==> config.mk <==
export PLATFORM = sky130hd
export DESIGN_NAME = filter_cond_config_top
export DESIGN_NICKNAME = d
export VERILOG_FILES = /design/src/filter_cfg_pkg.sv /design/src/cfg_response_filter.sv /design/src/cfg_sync_fifo.sv /design/src/filter_cond_assembler.sv /design/src/filter_cond_config_top.sv
export SDC_FILE = /design/constraint.sdc
export NUM_CORES = 1
export LEC_CHECK = 0
export BUFFER_PORTS_ARGS = -buffer_cell sky130_fd_sc_hd__buf_4
export CORE_ASPECT_RATIO = 1.75
export CORE_MARGIN = 5
export CORE_UTILIZATION = 55
export CTS_CLUSTER_DIAMETER = 40
export DETAILED_ROUTE_END_ITERATION = 16
export PLACE_DENSITY_LB_ADDON = 0.25
export SETUP_SLACK_MARGIN = 0.02
export SKIP_CTS_REPAIR_TIMING = 1
export SKIP_LAST_GASP = 1
export SYNTH_ARGS = -nofsm -noshare
export SYNTH_HDL_FRONTEND = slang
export SYNTH_HIERARCHICAL = 1
export SYNTH_SLANG_ARGS = --single-unit
export TNS_END_PERCENT = 1
==> constraint.sdc <==
create_clock -name ap_clk -period 12.95 [get_ports ap_clk]
set_input_delay 1.295 -clock ap_clk [delete_from_list [all_inputs] [get_ports ap_clk]]
set_output_delay 1.295 -clock ap_clk [all_outputs]
set_load 0.1 [all_outputs]
==> src/filter_cfg_pkg.sv <==
//--------------------------------------------------------------------------
// Shared widths, configuration field layout and enums for the filter
// condition configuration collector. The configuration vector packs all
// fields from bit 0 upward, and each field takes the low bits of its word.
//--------------------------------------------------------------------------
package filter_cfg_pkg;

    //--------------------------------------------------------------------------
    // Response stream
    //--------------------------------------------------------------------------
    // One word per sequence index inside an engine window
    localparam int SEQ_WIDTH = 16;

    localparam int SEQ_IDX_W = 16;
    localparam int OFFSET_W  = 16;
    localparam int SHIFT_W   = 4;
    localparam int DATA_W    = 32;
    localparam int REL_IDX_W = 4;

    // Buffered word is the relative index on top of the data field
    localparam int RESP_W = REL_IDX_W + DATA_W;

    typedef logic [SEQ_IDX_W-1:0] seq_idx_t;
    typedef logic [OFFSET_W-1:0]  offset_t;
    typedef logic [SHIFT_W-1:0]   shift_t;
    typedef logic [DATA_W-1:0]    resp_data_t;
    typedef logic [REL_IDX_W-1:0] rel_idx_t;
    typedef logic [RESP_W-1:0]    resp_word_t;

    typedef enum logic [1:0] {
        CLASS_NONE         = 2'd0,
        CLASS_CU_SETUP     = 2'd1,
        CLASS_ENGINE_SETUP = 2'd2,
        CLASS_OTHER_DATA   = 2'd3
    } buffer_class_e;

    //--------------------------------------------------------------------------
    // Configuration fields
    //--------------------------------------------------------------------------
    localparam int NUM_FIELDS   = 4;
    localparam int FIELD_MASK_W = NUM_FIELDS;
    // One operator slot of NUM_FIELDS bits per field
    localparam int OPS_MASK_W   = NUM_FIELDS * NUM_FIELDS;
    localparam int ROUTE_W      = 8;
    localparam int OP_W         = 4;
    // break, continue, ternary, conditional from bit 0 up
    localparam int FLAGS_W      = 4;

    typedef logic [ROUTE_W-1:0] route_t;

    localparam int CFG_OP_LSB    = 0;
    localparam int CFG_FMASK_LSB = CFG_OP_LSB + OP_W;
    localparam int CFG_CMASK_LSB = CFG_FMASK_LSB + FIELD_MASK_W;
    localparam int CFG_CVAL_LSB  = CFG_CMASK_LSB + FIELD_MASK_W;
    localparam int CFG_OPS_LSB   = CFG_CVAL_LSB + DATA_W;
    localparam int CFG_FLAGS_LSB = CFG_OPS_LSB + OPS_MASK_W;
    localparam int CFG_IF_LSB    = CFG_FLAGS_LSB + FLAGS_W;
    localparam int CFG_ELSE_LSB  = CFG_IF_LSB + ROUTE_W;

    // Whole configuration, stored as one entry by the output FIFO
    localparam int CFG_W = CFG_ELSE_LSB + ROUTE_W;

    typedef logic [CFG_W-1:0] filter_cond_cfg_t;

    //--------------------------------------------------------------------------
    // Assembler FSM
    //--------------------------------------------------------------------------
    typedef enum logic [0:0] {
        ASM_COLLECT = 1'b0,
        ASM_EMIT    = 1'b1
    } asm_state_e;

endpackage : filter_cfg_pkg

==> src/cfg_response_filter.sv <==
//--------------------------------------------------------------------------
// One-entry register stage in front of the response FIFO. Only setup
// words whose sequence index lies in this engine's window are kept, and
// everything else is consumed silently. The window must fit below
// 2**SEQ_IDX_W.
//--------------------------------------------------------------------------
module cfg_response_filter
    import filter_cfg_pkg::*;
#(
    parameter int ENGINE_SLOT = 0
) (
    input  logic          ap_clk,
    input  logic          areset_csr_index_generator,
    input  logic          resp_valid,
    output logic          resp_ready,
    input  buffer_class_e resp_class,
    input  offset_t       resp_offset,
    input  shift_t        resp_shift,
    input  resp_data_t    resp_data,
    output logic          kept_valid,
    input  logic          kept_ready,
    output resp_word_t    kept_word
);

    // Window bounds, upper bound exclusive
    localparam int unsigned WIN_LO = ENGINE_SLOT * SEQ_WIDTH;
    localparam int unsigned WIN_HI = WIN_LO + SEQ_WIDTH;

    seq_idx_t seq_idx;
    rel_idx_t rel_idx;
    logic     is_setup;
    logic     in_window;
    logic     keep;
    logic     accept;

    //--------------------------------------------------------------------------
    // Classification
    //--------------------------------------------------------------------------
    assign seq_idx  = seq_idx_t'(resp_offset >> resp_shift);
    assign is_setup = (resp_class == CLASS_CU_SETUP) || (resp_class == CLASS_ENGINE_SETUP);

    assign in_window = (32'(seq_idx) >= WIN_LO) && (32'(seq_idx) < WIN_HI);
    assign keep      = is_setup && in_window;

    // Offset from window start, fits REL_IDX_W once inside the window
    assign rel_idx = rel_idx_t'(seq_idx - seq_idx_t'(WIN_LO));

    //--------------------------------------------------------------------------
    // Output register
    //--------------------------------------------------------------------------
    // Register frees up in the same cycle it drains
    assign resp_ready = ~kept_valid | kept_ready;
    assign accept     = resp_valid & resp_ready;

    always_ff @(posedge ap_clk) begin
        if (areset_csr_index_generator) begin
            kept_valid <= 1'b0;
        end else if (resp_ready) begin
            kept_valid <= resp_valid & keep;
        end
    end

    always_ff @(posedge ap_clk) begin
        if (accept && keep) begin
            kept_word <= {rel_idx, resp_data};
        end
    end

endmodule : cfg_response_filter

==> src/cfg_sync_fifo.sv <==
//--------------------------------------------------------------------------
// First-word-fall-through synchronous FIFO, valid/ready on both sides.
// Any DEPTH of 1 or more works. in_ready drops when full, so a push and a
// pop in the same cycle on a full FIFO only pops.
//--------------------------------------------------------------------------
module cfg_sync_fifo #(
    parameter int WIDTH = 8,
    parameter int DEPTH = 16
) (
    input  logic             ap_clk,
    input  logic             areset_csr_index_generator,
    input  logic             in_valid,
    output logic             in_ready,
    input  logic [WIDTH-1:0] in_data,
    output logic             out_valid,
    input  logic             out_ready,
    output logic [WIDTH-1:0] out_data
);

    localparam int PTR_W = (DEPTH > 1) ? $clog2(DEPTH) : 1;
    localparam int CNT_W = $clog2(DEPTH + 1);

    logic [WIDTH-1:0] mem [DEPTH];
    logic [PTR_W-1:0] wr_ptr;
    logic [PTR_W-1:0] rd_ptr;
    logic [CNT_W-1:0] count;
    logic             push;
    logic             pop;

    // Advance with wrap at DEPTH, which need not be a power of two
    function automatic logic [PTR_W-1:0] ptr_inc(input logic [PTR_W-1:0] ptr);
        logic [PTR_W-1:0] nxt;
        if (ptr == PTR_W'(DEPTH - 1)) begin
            nxt = '0;
        end else begin
            nxt = ptr + 1'b1;
        end
        return nxt;
    endfunction

    //--------------------------------------------------------------------------
    // Handshake
    //--------------------------------------------------------------------------
    assign in_ready  = (count != CNT_W'(DEPTH));
    assign out_valid = (count != '0);
    assign push      = in_valid & in_ready;
    assign pop       = out_valid & out_ready;

    // Head word is always on the output
    assign out_data = mem[rd_ptr];

    //--------------------------------------------------------------------------
    // Pointers and occupancy
    //--------------------------------------------------------------------------
    always_ff @(posedge ap_clk) begin
        if (areset_csr_index_generator) begin
            wr_ptr <= '0;
            rd_ptr <= '0;
            count  <= '0;
        end else begin
            if (push) begin
                wr_ptr <= ptr_inc(wr_ptr);
            end
            if (pop) begin
                rd_ptr <= ptr_inc(rd_ptr);
            end
            case ({push, pop})
                2'b10:   count <= count + 1'b1;
                2'b01:   count <= count - 1'b1;
                default: count <= count;
            endcase
        end
    end

    // Storage
    always_ff @(posedge ap_clk) begin
        if (push) begin
            mem[wr_ptr] <= in_data;
        end
    end

endmodule : cfg_sync_fifo

==> src/filter_cond_assembler.sv <==
//--------------------------------------------------------------------------
// Collects one word per relative index into a filter condition config.
// Indices 0 to 7 carry fields, 8 to 15 only need to arrive. Field values
// carry over into the next config until a new word overwrites them.
//--------------------------------------------------------------------------
module filter_cond_assembler
    import filter_cfg_pkg::*;
(
    input  logic             ap_clk,
    input  logic             areset_csr_index_generator,
    input  logic             word_valid,
    output logic             word_ready,
    input  resp_word_t       word,
    output logic             cfg_push_valid,
    input  logic             cfg_push_ready,
    output filter_cond_cfg_t cfg_push
);

    asm_state_e           state;
    logic [SEQ_WIDTH-1:0] seen;
    logic [SEQ_WIDTH-1:0] seen_next;
    rel_idx_t             word_idx;
    resp_data_t           word_data;
    logic                 pop;

    // Field registers
    logic [OP_W-1:0]         op_code;
    logic [FIELD_MASK_W-1:0] filter_mask;
    logic [FIELD_MASK_W-1:0] const_mask;
    resp_data_t              const_value;
    logic [OPS_MASK_W-1:0]   ops_mask;
    logic [FLAGS_W-1:0]      flags;
    route_t                  if_route;
    route_t                  else_route;

    assign word_idx  = word[RESP_W-1 -: REL_IDX_W];
    assign word_data = word[DATA_W-1:0];

    //--------------------------------------------------------------------------
    // FSM and seen-set
    //--------------------------------------------------------------------------
    // Pop only while collecting, one word per cycle
    assign word_ready     = (state == ASM_COLLECT);
    assign pop            = word_valid & word_ready;
    assign cfg_push_valid = (state == ASM_EMIT);

    assign seen_next = seen | (SEQ_WIDTH'(1) << word_idx);

    always_ff @(posedge ap_clk) begin
        if (areset_csr_index_generator) begin
            state <= ASM_COLLECT;
            seen  <= '0;
        end else begin
            case (state)
                ASM_COLLECT: begin
                    if (pop) begin
                        seen <= seen_next;
                        if (&seen_next) begin
                            state <= ASM_EMIT;
                        end
                    end
                end
                ASM_EMIT: begin
                    // Hold until the output FIFO takes it
                    if (cfg_push_ready) begin
                        seen  <= '0;
                        state <= ASM_COLLECT;
                    end
                end
                default: begin
                    state <= ASM_COLLECT;
                end
            endcase
        end
    end

    //--------------------------------------------------------------------------
    // Field decode
    //--------------------------------------------------------------------------
    // A repeated index simply overwrites its field
    always_ff @(posedge ap_clk) begin
        if (pop) begin
            case (word_idx)
                4'd0: op_code     <= word_data[OP_W-1:0];
                4'd1: filter_mask <= word_data[FIELD_MASK_W-1:0];
                4'd2: const_mask  <= word_data[FIELD_MASK_W-1:0];
                4'd3: const_value <= word_data;
                4'd4: ops_mask    <= word_data[OPS_MASK_W-1:0];
                4'd5: flags       <= word_data[FLAGS_W-1:0];
                4'd6: if_route    <= word_data[ROUTE_W-1:0];
                4'd7: else_route  <= word_data[ROUTE_W-1:0];
                default: begin
                end
            endcase
        end
    end

    // Pack into the layout given by the package offsets
    always_comb begin
        cfg_push = '0;
        cfg_push[CFG_OP_LSB    +: OP_W]         = op_code;
        cfg_push[CFG_FMASK_LSB +: FIELD_MASK_W] = filter_mask;
        cfg_push[CFG_CMASK_LSB +: FIELD_MASK_W] = const_mask;
        cfg_push[CFG_CVAL_LSB  +: DATA_W]       = const_value;
        cfg_push[CFG_OPS_LSB   +: OPS_MASK_W]   = ops_mask;
        cfg_push[CFG_FLAGS_LSB +: FLAGS_W]      = flags;
        cfg_push[CFG_IF_LSB    +: ROUTE_W]      = if_route;
        cfg_push[CFG_ELSE_LSB  +: ROUTE_W]      = else_route;
    end

endmodule : filter_cond_assembler

==> src/filter_cond_config_top.sv <==
//--------------------------------------------------------------------------
// Filter condition configuration collector. Latency from the last needed
// response to cfg_valid depends on how full both FIFOs are.
//--------------------------------------------------------------------------
module filter_cond_config_top
    import filter_cfg_pkg::*;
#(
    parameter int ENGINE_SLOT = 0,
    parameter int FIFO_DEPTH  = 16
) (
    input  logic             ap_clk,
    input  logic             areset_csr_index_generator,
    input  logic             resp_valid,
    output logic             resp_ready,
    input  buffer_class_e    resp_class,
    input  offset_t          resp_offset,
    input  shift_t           resp_shift,
    input  resp_data_t       resp_data,
    output logic             cfg_valid,
    input  logic             cfg_ready,
    output filter_cond_cfg_t cfg_data
);

    logic             kept_valid;
    logic             kept_ready;
    resp_word_t       kept_word;
    logic             word_valid;
    logic             word_ready;
    resp_word_t       word;
    logic             cfg_push_valid;
    logic             cfg_push_ready;
    filter_cond_cfg_t cfg_push;

    cfg_response_filter #(
        .ENGINE_SLOT(ENGINE_SLOT)
    ) filter (
        .ap_clk                    (ap_clk),
        .areset_csr_index_generator(areset_csr_index_generator),
        .resp_valid                (resp_valid),
        .resp_ready                (resp_ready),
        .resp_class                (resp_class),
        .resp_offset               (resp_offset),
        .resp_shift                (resp_shift),
        .resp_data                 (resp_data),
        .kept_valid                (kept_valid),
        .kept_ready                (kept_ready),
        .kept_word                 (kept_word)
    );

    cfg_sync_fifo #(
        .WIDTH(RESP_W),
        .DEPTH(FIFO_DEPTH)
    ) resp_fifo (
        .ap_clk                    (ap_clk),
        .areset_csr_index_generator(areset_csr_index_generator),
        .in_valid                  (kept_valid),
        .in_ready                  (kept_ready),
        .in_data                   (kept_word),
        .out_valid                 (word_valid),
        .out_ready                 (word_ready),
        .out_data                  (word)
    );

    filter_cond_assembler assembler (
        .ap_clk                    (ap_clk),
        .areset_csr_index_generator(areset_csr_index_generator),
        .word_valid                (word_valid),
        .word_ready                (word_ready),
        .word                      (word),
        .cfg_push_valid            (cfg_push_valid),
        .cfg_push_ready            (cfg_push_ready),
        .cfg_push                  (cfg_push)
    );

    cfg_sync_fifo #(
        .WIDTH(CFG_W),
        .DEPTH(FIFO_DEPTH)
    ) cfg_fifo (
        .ap_clk                    (ap_clk),
        .areset_csr_index_generator(areset_csr_index_generator),
        .in_valid                  (cfg_push_valid),
        .in_ready                  (cfg_push_ready),
        .in_data                   (cfg_push),
        .out_valid                 (cfg_valid),
        .out_ready                 (cfg_ready),
        .out_data                  (cfg_data)
    );

endmodule : filter_cond_config_top

Word level (Yosys, flattened, before mapping)
Memory sizes are Yosys's and may differ from the RTL's. A register that Yosys moved wholly into a read port is not among the register bits.
Index checks and enable logic that the tools add are counted.
{ "totals": {"register_bits": 160, "mem_bits_rw": 1856, "romBits": 0, "latchBits": 0, "memories": 2} }
{ "mem_list": {"columns": ["name", "words", "width", "rd", "rd_ports_with_merged_regs", "wr", "line_no", "source"], "rows": [
  ["cfg_fifo.mem", 16, 80, 1, 1, 1, "cfg_sync_fifo.sv:23", "logic [WIDTH-1:0] mem [DEPTH];"],
  ["resp_fifo.mem", 16, 36, 1, 1, 1, "cfg_sync_fifo.sv:23", null]
]} }
{ "op_classes": {"n_div": 0, "n_eq_ne": 21, "muxes": 21, "add_sub_neg": 8, "reduce_logical": 18, "n_bitwise": 10, "order_cmp": 1, "n_mul": 0, "shifts": 2} }
{ "op_table": {"columns": ["op", "count"], "rows": [
  ["two-way mux 16 bit", 2],
  ["two-way mux 4 bit", 8],
  ["case mux 16 bit (2 select lines)", 1],
  ["case mux 5 bit (2 select lines)", 2],
  ["AND reduction 2 bit", 9],
  ["adder 4 x 1 -> 4 bit (second input constant)", 4],
  ["equality test 4 x 3 -> 1 bit (second input constant)", 4],
  ["equality test 4 bit (second input constant)", 4],
  ["less-than comparator 16 x 5 -> 1 bit (second input constant)", 1],
  ["OR 16 bit", 1],
  ["AND reduction 16 bit", 1],
  ["left shift 1 x 4 -> 16 bit (first input constant)", 1],
  ["right shift 16 x 4 -> 16 bit", 1],
  ["adder 5 x 1 -> 5 bit (second input constant)", 2],
  ["!= test 5 bit (second input constant)", 2],
  ["nonzero test 5 bit", 2],
  ["subtractor 5 x 1 -> 5 bit (second input constant)", 2],
  ["equality test 4 x 2 -> 1 bit (second input constant)", 2],
  ["two-way mux 1 bit", 7],
  ["bitwise AND 1 bit", 6],
  ["equality test 2 x 1 -> 1 bit (second input constant)", 3],
  ["equality test 2 bit (second input constant)", 3],
  ["equality test 4 x 1 -> 1 bit (second input constant)", 1],
  ["zero test 4 bit", 1],
  ["8 further kinds", 11]
]} }

Depth between registers and ports, before layout
{ "logic_depth": {"depth_word": 6, "ltp_mapped": 12} }

Modules after synthesis
Netlist, hierarchy kept.
{ "modules_own_cells": {"columns": ["module", "area_per_inst_um2", "instances", "cells_each"], "rows": [
  ["cfg_sync_fifo at cfg_fifo", 48745.5, 1, 2074],
  ["cfg_sync_fifo at resp_fifo", 22590.4, 1, 915],
  ["filter_cond_assembler", 3260.6, 1, 177],
  ["cfg_response_filter", 1766.7, 1, 96]
]} }

Worst setup path after synthesis
Ideal clock, no wire load.
{ "synth_timing": {"kind": "register to register", "start": "register cfg_fifo.count[2]", "end": "memory cfg_fifo/mem[0][0] (netlist name), enable pin", "path_slack_ns": 3.166, "arrival_ns": 9.040, "stages_incl_launch_ff": 5, "required_ns": 12.206, "period_less_slack_ns": 9.784, "cell_sequence": "dfxtp_1 -> or4_4 -> o21ai_2 -> buf_6 -> nor4b_1"} }
{ "synth_via": {"elab_chain_len": 4} }
{ "synth_lines": {"columns": ["item", "line_no", "source"], "rows": [
  ["start, declared", "cfg_sync_fifo.sv:26", "logic [CNT_W-1:0] count;"],
  ["start signal, assigned", "cfg_sync_fifo.sv:68", "2'b10: count <= count + 1'b1;"],
  ["start signal, assigned", "cfg_sync_fifo.sv:69", "2'b01: count <= count - 1'b1;"],
  ["start signal, assigned", "cfg_sync_fifo.sv:70", "default: count <= count;"],
  ["!= test 5 bit", "cfg_sync_fifo.sv:44", "assign in_ready = (count != CNT_W'(DEPTH));"],
  ["bitwise AND 1 bit", "cfg_sync_fifo.sv:46", "assign push = in_valid & in_ready;"],
  ["two-way mux 1 bit", "cfg_sync_fifo.sv:77", "if (push) begin"],
  ["two-way mux 1 bit (implied by the code)", "cfg_sync_fifo.sv:78", "mem[wr_ptr] <= in_data;"],
  ["end, declared", "cfg_sync_fifo.sv:23", null]
]} }
Every way passes these cells.

==> insert_results.sql <==
INSERT INTO impl_metrics (metric_group, metric, value, unit) VALUES
('final_layout', 'final_cell_area_excluding_filler_cells', '84900', 'sq um'),
('sta', 'max_clock_freq', '0.170', 'GHz'),
('grt', 'wire_length_of_the_first_global_routing_pass', '253000', 'um'),
('drt', 'routedWlPerCell', '32.0', 'um'),
('floorplan', 'die_h', '503', 'um'),
('outcome', 'status', 'complete, no violations', ''),
('drt', 'vias_per_cell', '6.45', ''),
('sta', 'final_min_period_over_clock_period', '0.455', ''),
('synthesis', 'post_synthesis_sequential_area_ratio', '0.789', ''),
('place', 'placedInstanceArea', '79400', 'sq um'),
('sta', 'slew_headroom', '0.218', ''),
('worst_setup_path', 'timing.reg2reg.worst_path_depth', '6', ''),
('drt', 'routed_via_count', '35000', ''),
('sta', 'layout_setup_ws', '7060', 'ps'),
('synthesis', 'post-synth-top-area-cell', 'edfxtp_1', ''),
('worst_setup_path', 'worst_path_dominant_cell_family', 'buffers and inverters', ''),
('worst_setup_path', 'endpoint_kind', 'output port', ''),
('synthesis', 'async_reset_ff_frac', '0', ''),
('worst_setup_path', 'cp.required', '11650', 'ps'),
('drt', 'detail_route.iter0.violations', '3734', ''),
('sta', 'fin_tns_setup', '0', 'ps'),
('worst_setup_path', 'timing.reg2reg.setup_slack', '9040', 'ps'),
('grt', 'antenna_found_initial', '4', ''),
('drt', 'totalWireLength', '174000', 'um'),
('floorplan', 'die_x', '292', 'um'),
('floorplan', 'full_die_area', '147000', 'sq um'),
('place', 'pre_cts_ws', '7710', 'ps'),
('cts', 'clockRootBuffer', 'clkbuf_16', ''),
('synthesis', 'synth.yosys.warnings', '6', ''),
('power', 'power_density', '178', 'nW/um^2'),
('grt', 'via_count_of_the_first_global_routing_pass', '36700', ''),
('synthesis', 'synth_ff_type', 'edfxtp_1', ''),
('place', 'portBuffers', '139', ''),
('worst_setup_path', 'critPathBufInv', '3', ''),
('sta', 'layout_min_cycle_time', '5890', 'ps'),
('sta', 'fin_skew', '24.9', 'ps'),
('worst_setup_path', 'startpoint_type', 'flop', ''),
('final_layout', 'num-nets-final', '3538', ''),
('worst_setup_path', 'crit_path_frequent_cell', 'buf_4', ''),
('synthesis', 'synthTopCellsByArea', 'edfxtp_1 78%, mux4_2 15%, a22oi_1 1.6%, dfxtp_1 1.4%, nand2_1 0.50%', ''),
('drt', 'dr_drc_count', '0', ''),
('place', 'globalplace.congestion', '0.757', ''),
('power', 'ir_worst_vdd', '0.164', 'mV'),
('grt', 'largest_net_degree_at_the_start_of_global_routing', '176', ''),
('synthesis', 'synth_cells', '3262', ''),
('sta', 'grt_setup_unrepaired', 'false', ''),
('sta', 'finalHoldViolCount', '0', ''),
('cts', 'h-tree-depth', '4', ''),
('cts', 'clkLatencyLatePin', '810', 'ps'),
('worst_setup_path', 'slowest_stage', 'buf_4', ''),
('sta', 'setup_violations', '0', ''),
('worst_setup_path', 'timing.critical_path.depth', '6', ''),
('floorplan', 'design.core.area', '139000', 'sq um'),
('drt', 'first_pass_iters', '8', ''),
('worst_setup_path', 'timing.critical_path.arrival', '4590', 'ps'),
('floorplan', 'initial_cell_density_of_the_core', '0.551', ''),
('synthesis', 'syn_area_per_cell', '23.4', 'sq um'),
('worst_setup_path', 'worstReg2RegEnd', 'assembler/if_route[0]', ''),
('power', 'power.leakage', '26.0', 'nW'),
('cts', 'clk_pin_slew_worst_paths', '60', 'ps'),
('place', 'dpl.hpwl', '89100', 'um'),
('synthesis', 'yosys_register_bits', '2024', ''),
('grt', 'globalRouteOverflowTotal', '0', ''),
('worst_setup_path', 'setup.worst_path.end', 'cfg_data[19]', ''),
('synthesis', 'synth_edf_count', '1972', ''),
('worst_setup_path', 'critical-path-max-stage-delay', '890', 'ps'),
('final_layout', 'area_growth_syn_to_layout', '11.2', '%'),
('floorplan', 'number_of_placement_rows', '181', ''),
('sta', 'measured_slew_at_the_worst_slew_check_pin', '1170', 'ps'),
('synthesis', 'post_synth_instance_area', '76400', 'sq um'),
('flow_run', 'max_cap_violations', '0', '');
[layout by cell type (no fill, tap or decap), drive strengths merged, types with 8 or more instances in the layout]
cell      synthesis  layout
edfxtp         1972    1972
mux4            514     514
clkbuf           76     216
buf              94     194
a22oi           161     161
nand2           102     102
clkinv            0      66
dfxtp            52      52
nor2             40      40
inv              14      31
a21oi            29      29
and2             29      29
o21ai            20      20
ha               16      16
mux2i            15      15
xor2             10      10
bufinv            0      10
nor2b            10      10
nor4b             9       9
clkinvlp          0       8
[power by group]
group / switching (mW) / total [mW] / internal [mW]
combinational: 1.39 / 2.45 / 1.07
clock: 2.30 / 5.07 / 2.77
sequential: 0.222 / 7.60 / 7.37
[stage by stage]
| step | std cells | total power, mW | hold WS (ps) | util |
|---|---|---|---|---|
| 6_report | 5434 | 15.1 | 479 | 0.613 |
| 2_1_floorplan | 3262 | 9.63 | 437 | - |
| 4_1_cts | 5433 | 15.2 | 486 | 0.613 |
| 3_3_place_gp | 5116 | 10.1 | 452 | 0.573 |
| 5_1_grt | 5434 | 15.6 | 493 | 0.613 |
| 3_5_place_dp | 5116 | 10.2 | 466 | 0.573 |
[cell type report]
cell class	instances	area (sq um)
antenna	1	2.50
clock buffer	216	4640
clock inverter	101	885
fill	9306	53700
inverter	14	52.6
multi-input combinational	1054	15300
sequential	2024	60300
tap	1830	2290
timing repair buffer	194	1490
[registers in the layout, indices dropped and copies added, names as in the netlist, 5 cells and up, named ones only]
register and cells:
cfg_fifo/count 5, assembler/if_route 8, assembler/seen 16, resp_fifo/mem 576
assembler/const_value 32, filter/kept_word 36, assembler/else_route 8, cfg_fifo/mem 1280
resp_fifo/count 5, assembler/ops_mask 16
[per-layer routing]
metal,part of all wire,vias up,track usage
met3,0.064,288,0.0339
met4,0.029,2,0.0714
met2,0.54,1498,0.425
met1,0.37,18900,0.308
li1,-,14300,-
met5,0.000040,-,0
[worst min path at each step]
stage | from | end | slack, ps | cells after the start
after detailed placement | assembler/seen[5] | assembler/seen[5] | 470 | 1
after global routing | assembler/seen[0] | assembler/seen[0] | 490 | 1
after floorplan | assembler/seen[13] | assembler/seen[13] | 440 | 2
after CTS | assembler/seen[13] | assembler/seen[13] | 490 | 2
final | assembler/seen[0] | assembler/seen[0] | 480 | 1
after global placement | assembler/seen[11] | assembler/seen[11] | 450 | 2
[cells in the mapped netlist (all sizes together) (6+ instances only)]
library cell,number
buf,94
a32oi,7
clkbuf,76
mux4,514
edfxtp,1972
o21a,6
nor2b,10
inv,14
nor2,40
mux2i,15
dfxtp,52
and2,29
ha,16
o21ai,20
nand2,102
xor2,10
a22oi,161
nor4b,9
a21oi,29
nor3,7
[cells by family after synthesis]
family / count (synthesis) / synth area share
flops: 2024 / 0.789
mux: 532 / 0.154
compound gates: 258 / 0.0245
simple gates: 237 / 0.0158
buf+inv: 184 / 0.0125
fa+ha+maj: 16 / 0.00262
xor+xnor: 11 / 0.00126
Note: power is estimated with default switching activity, not from simulation.
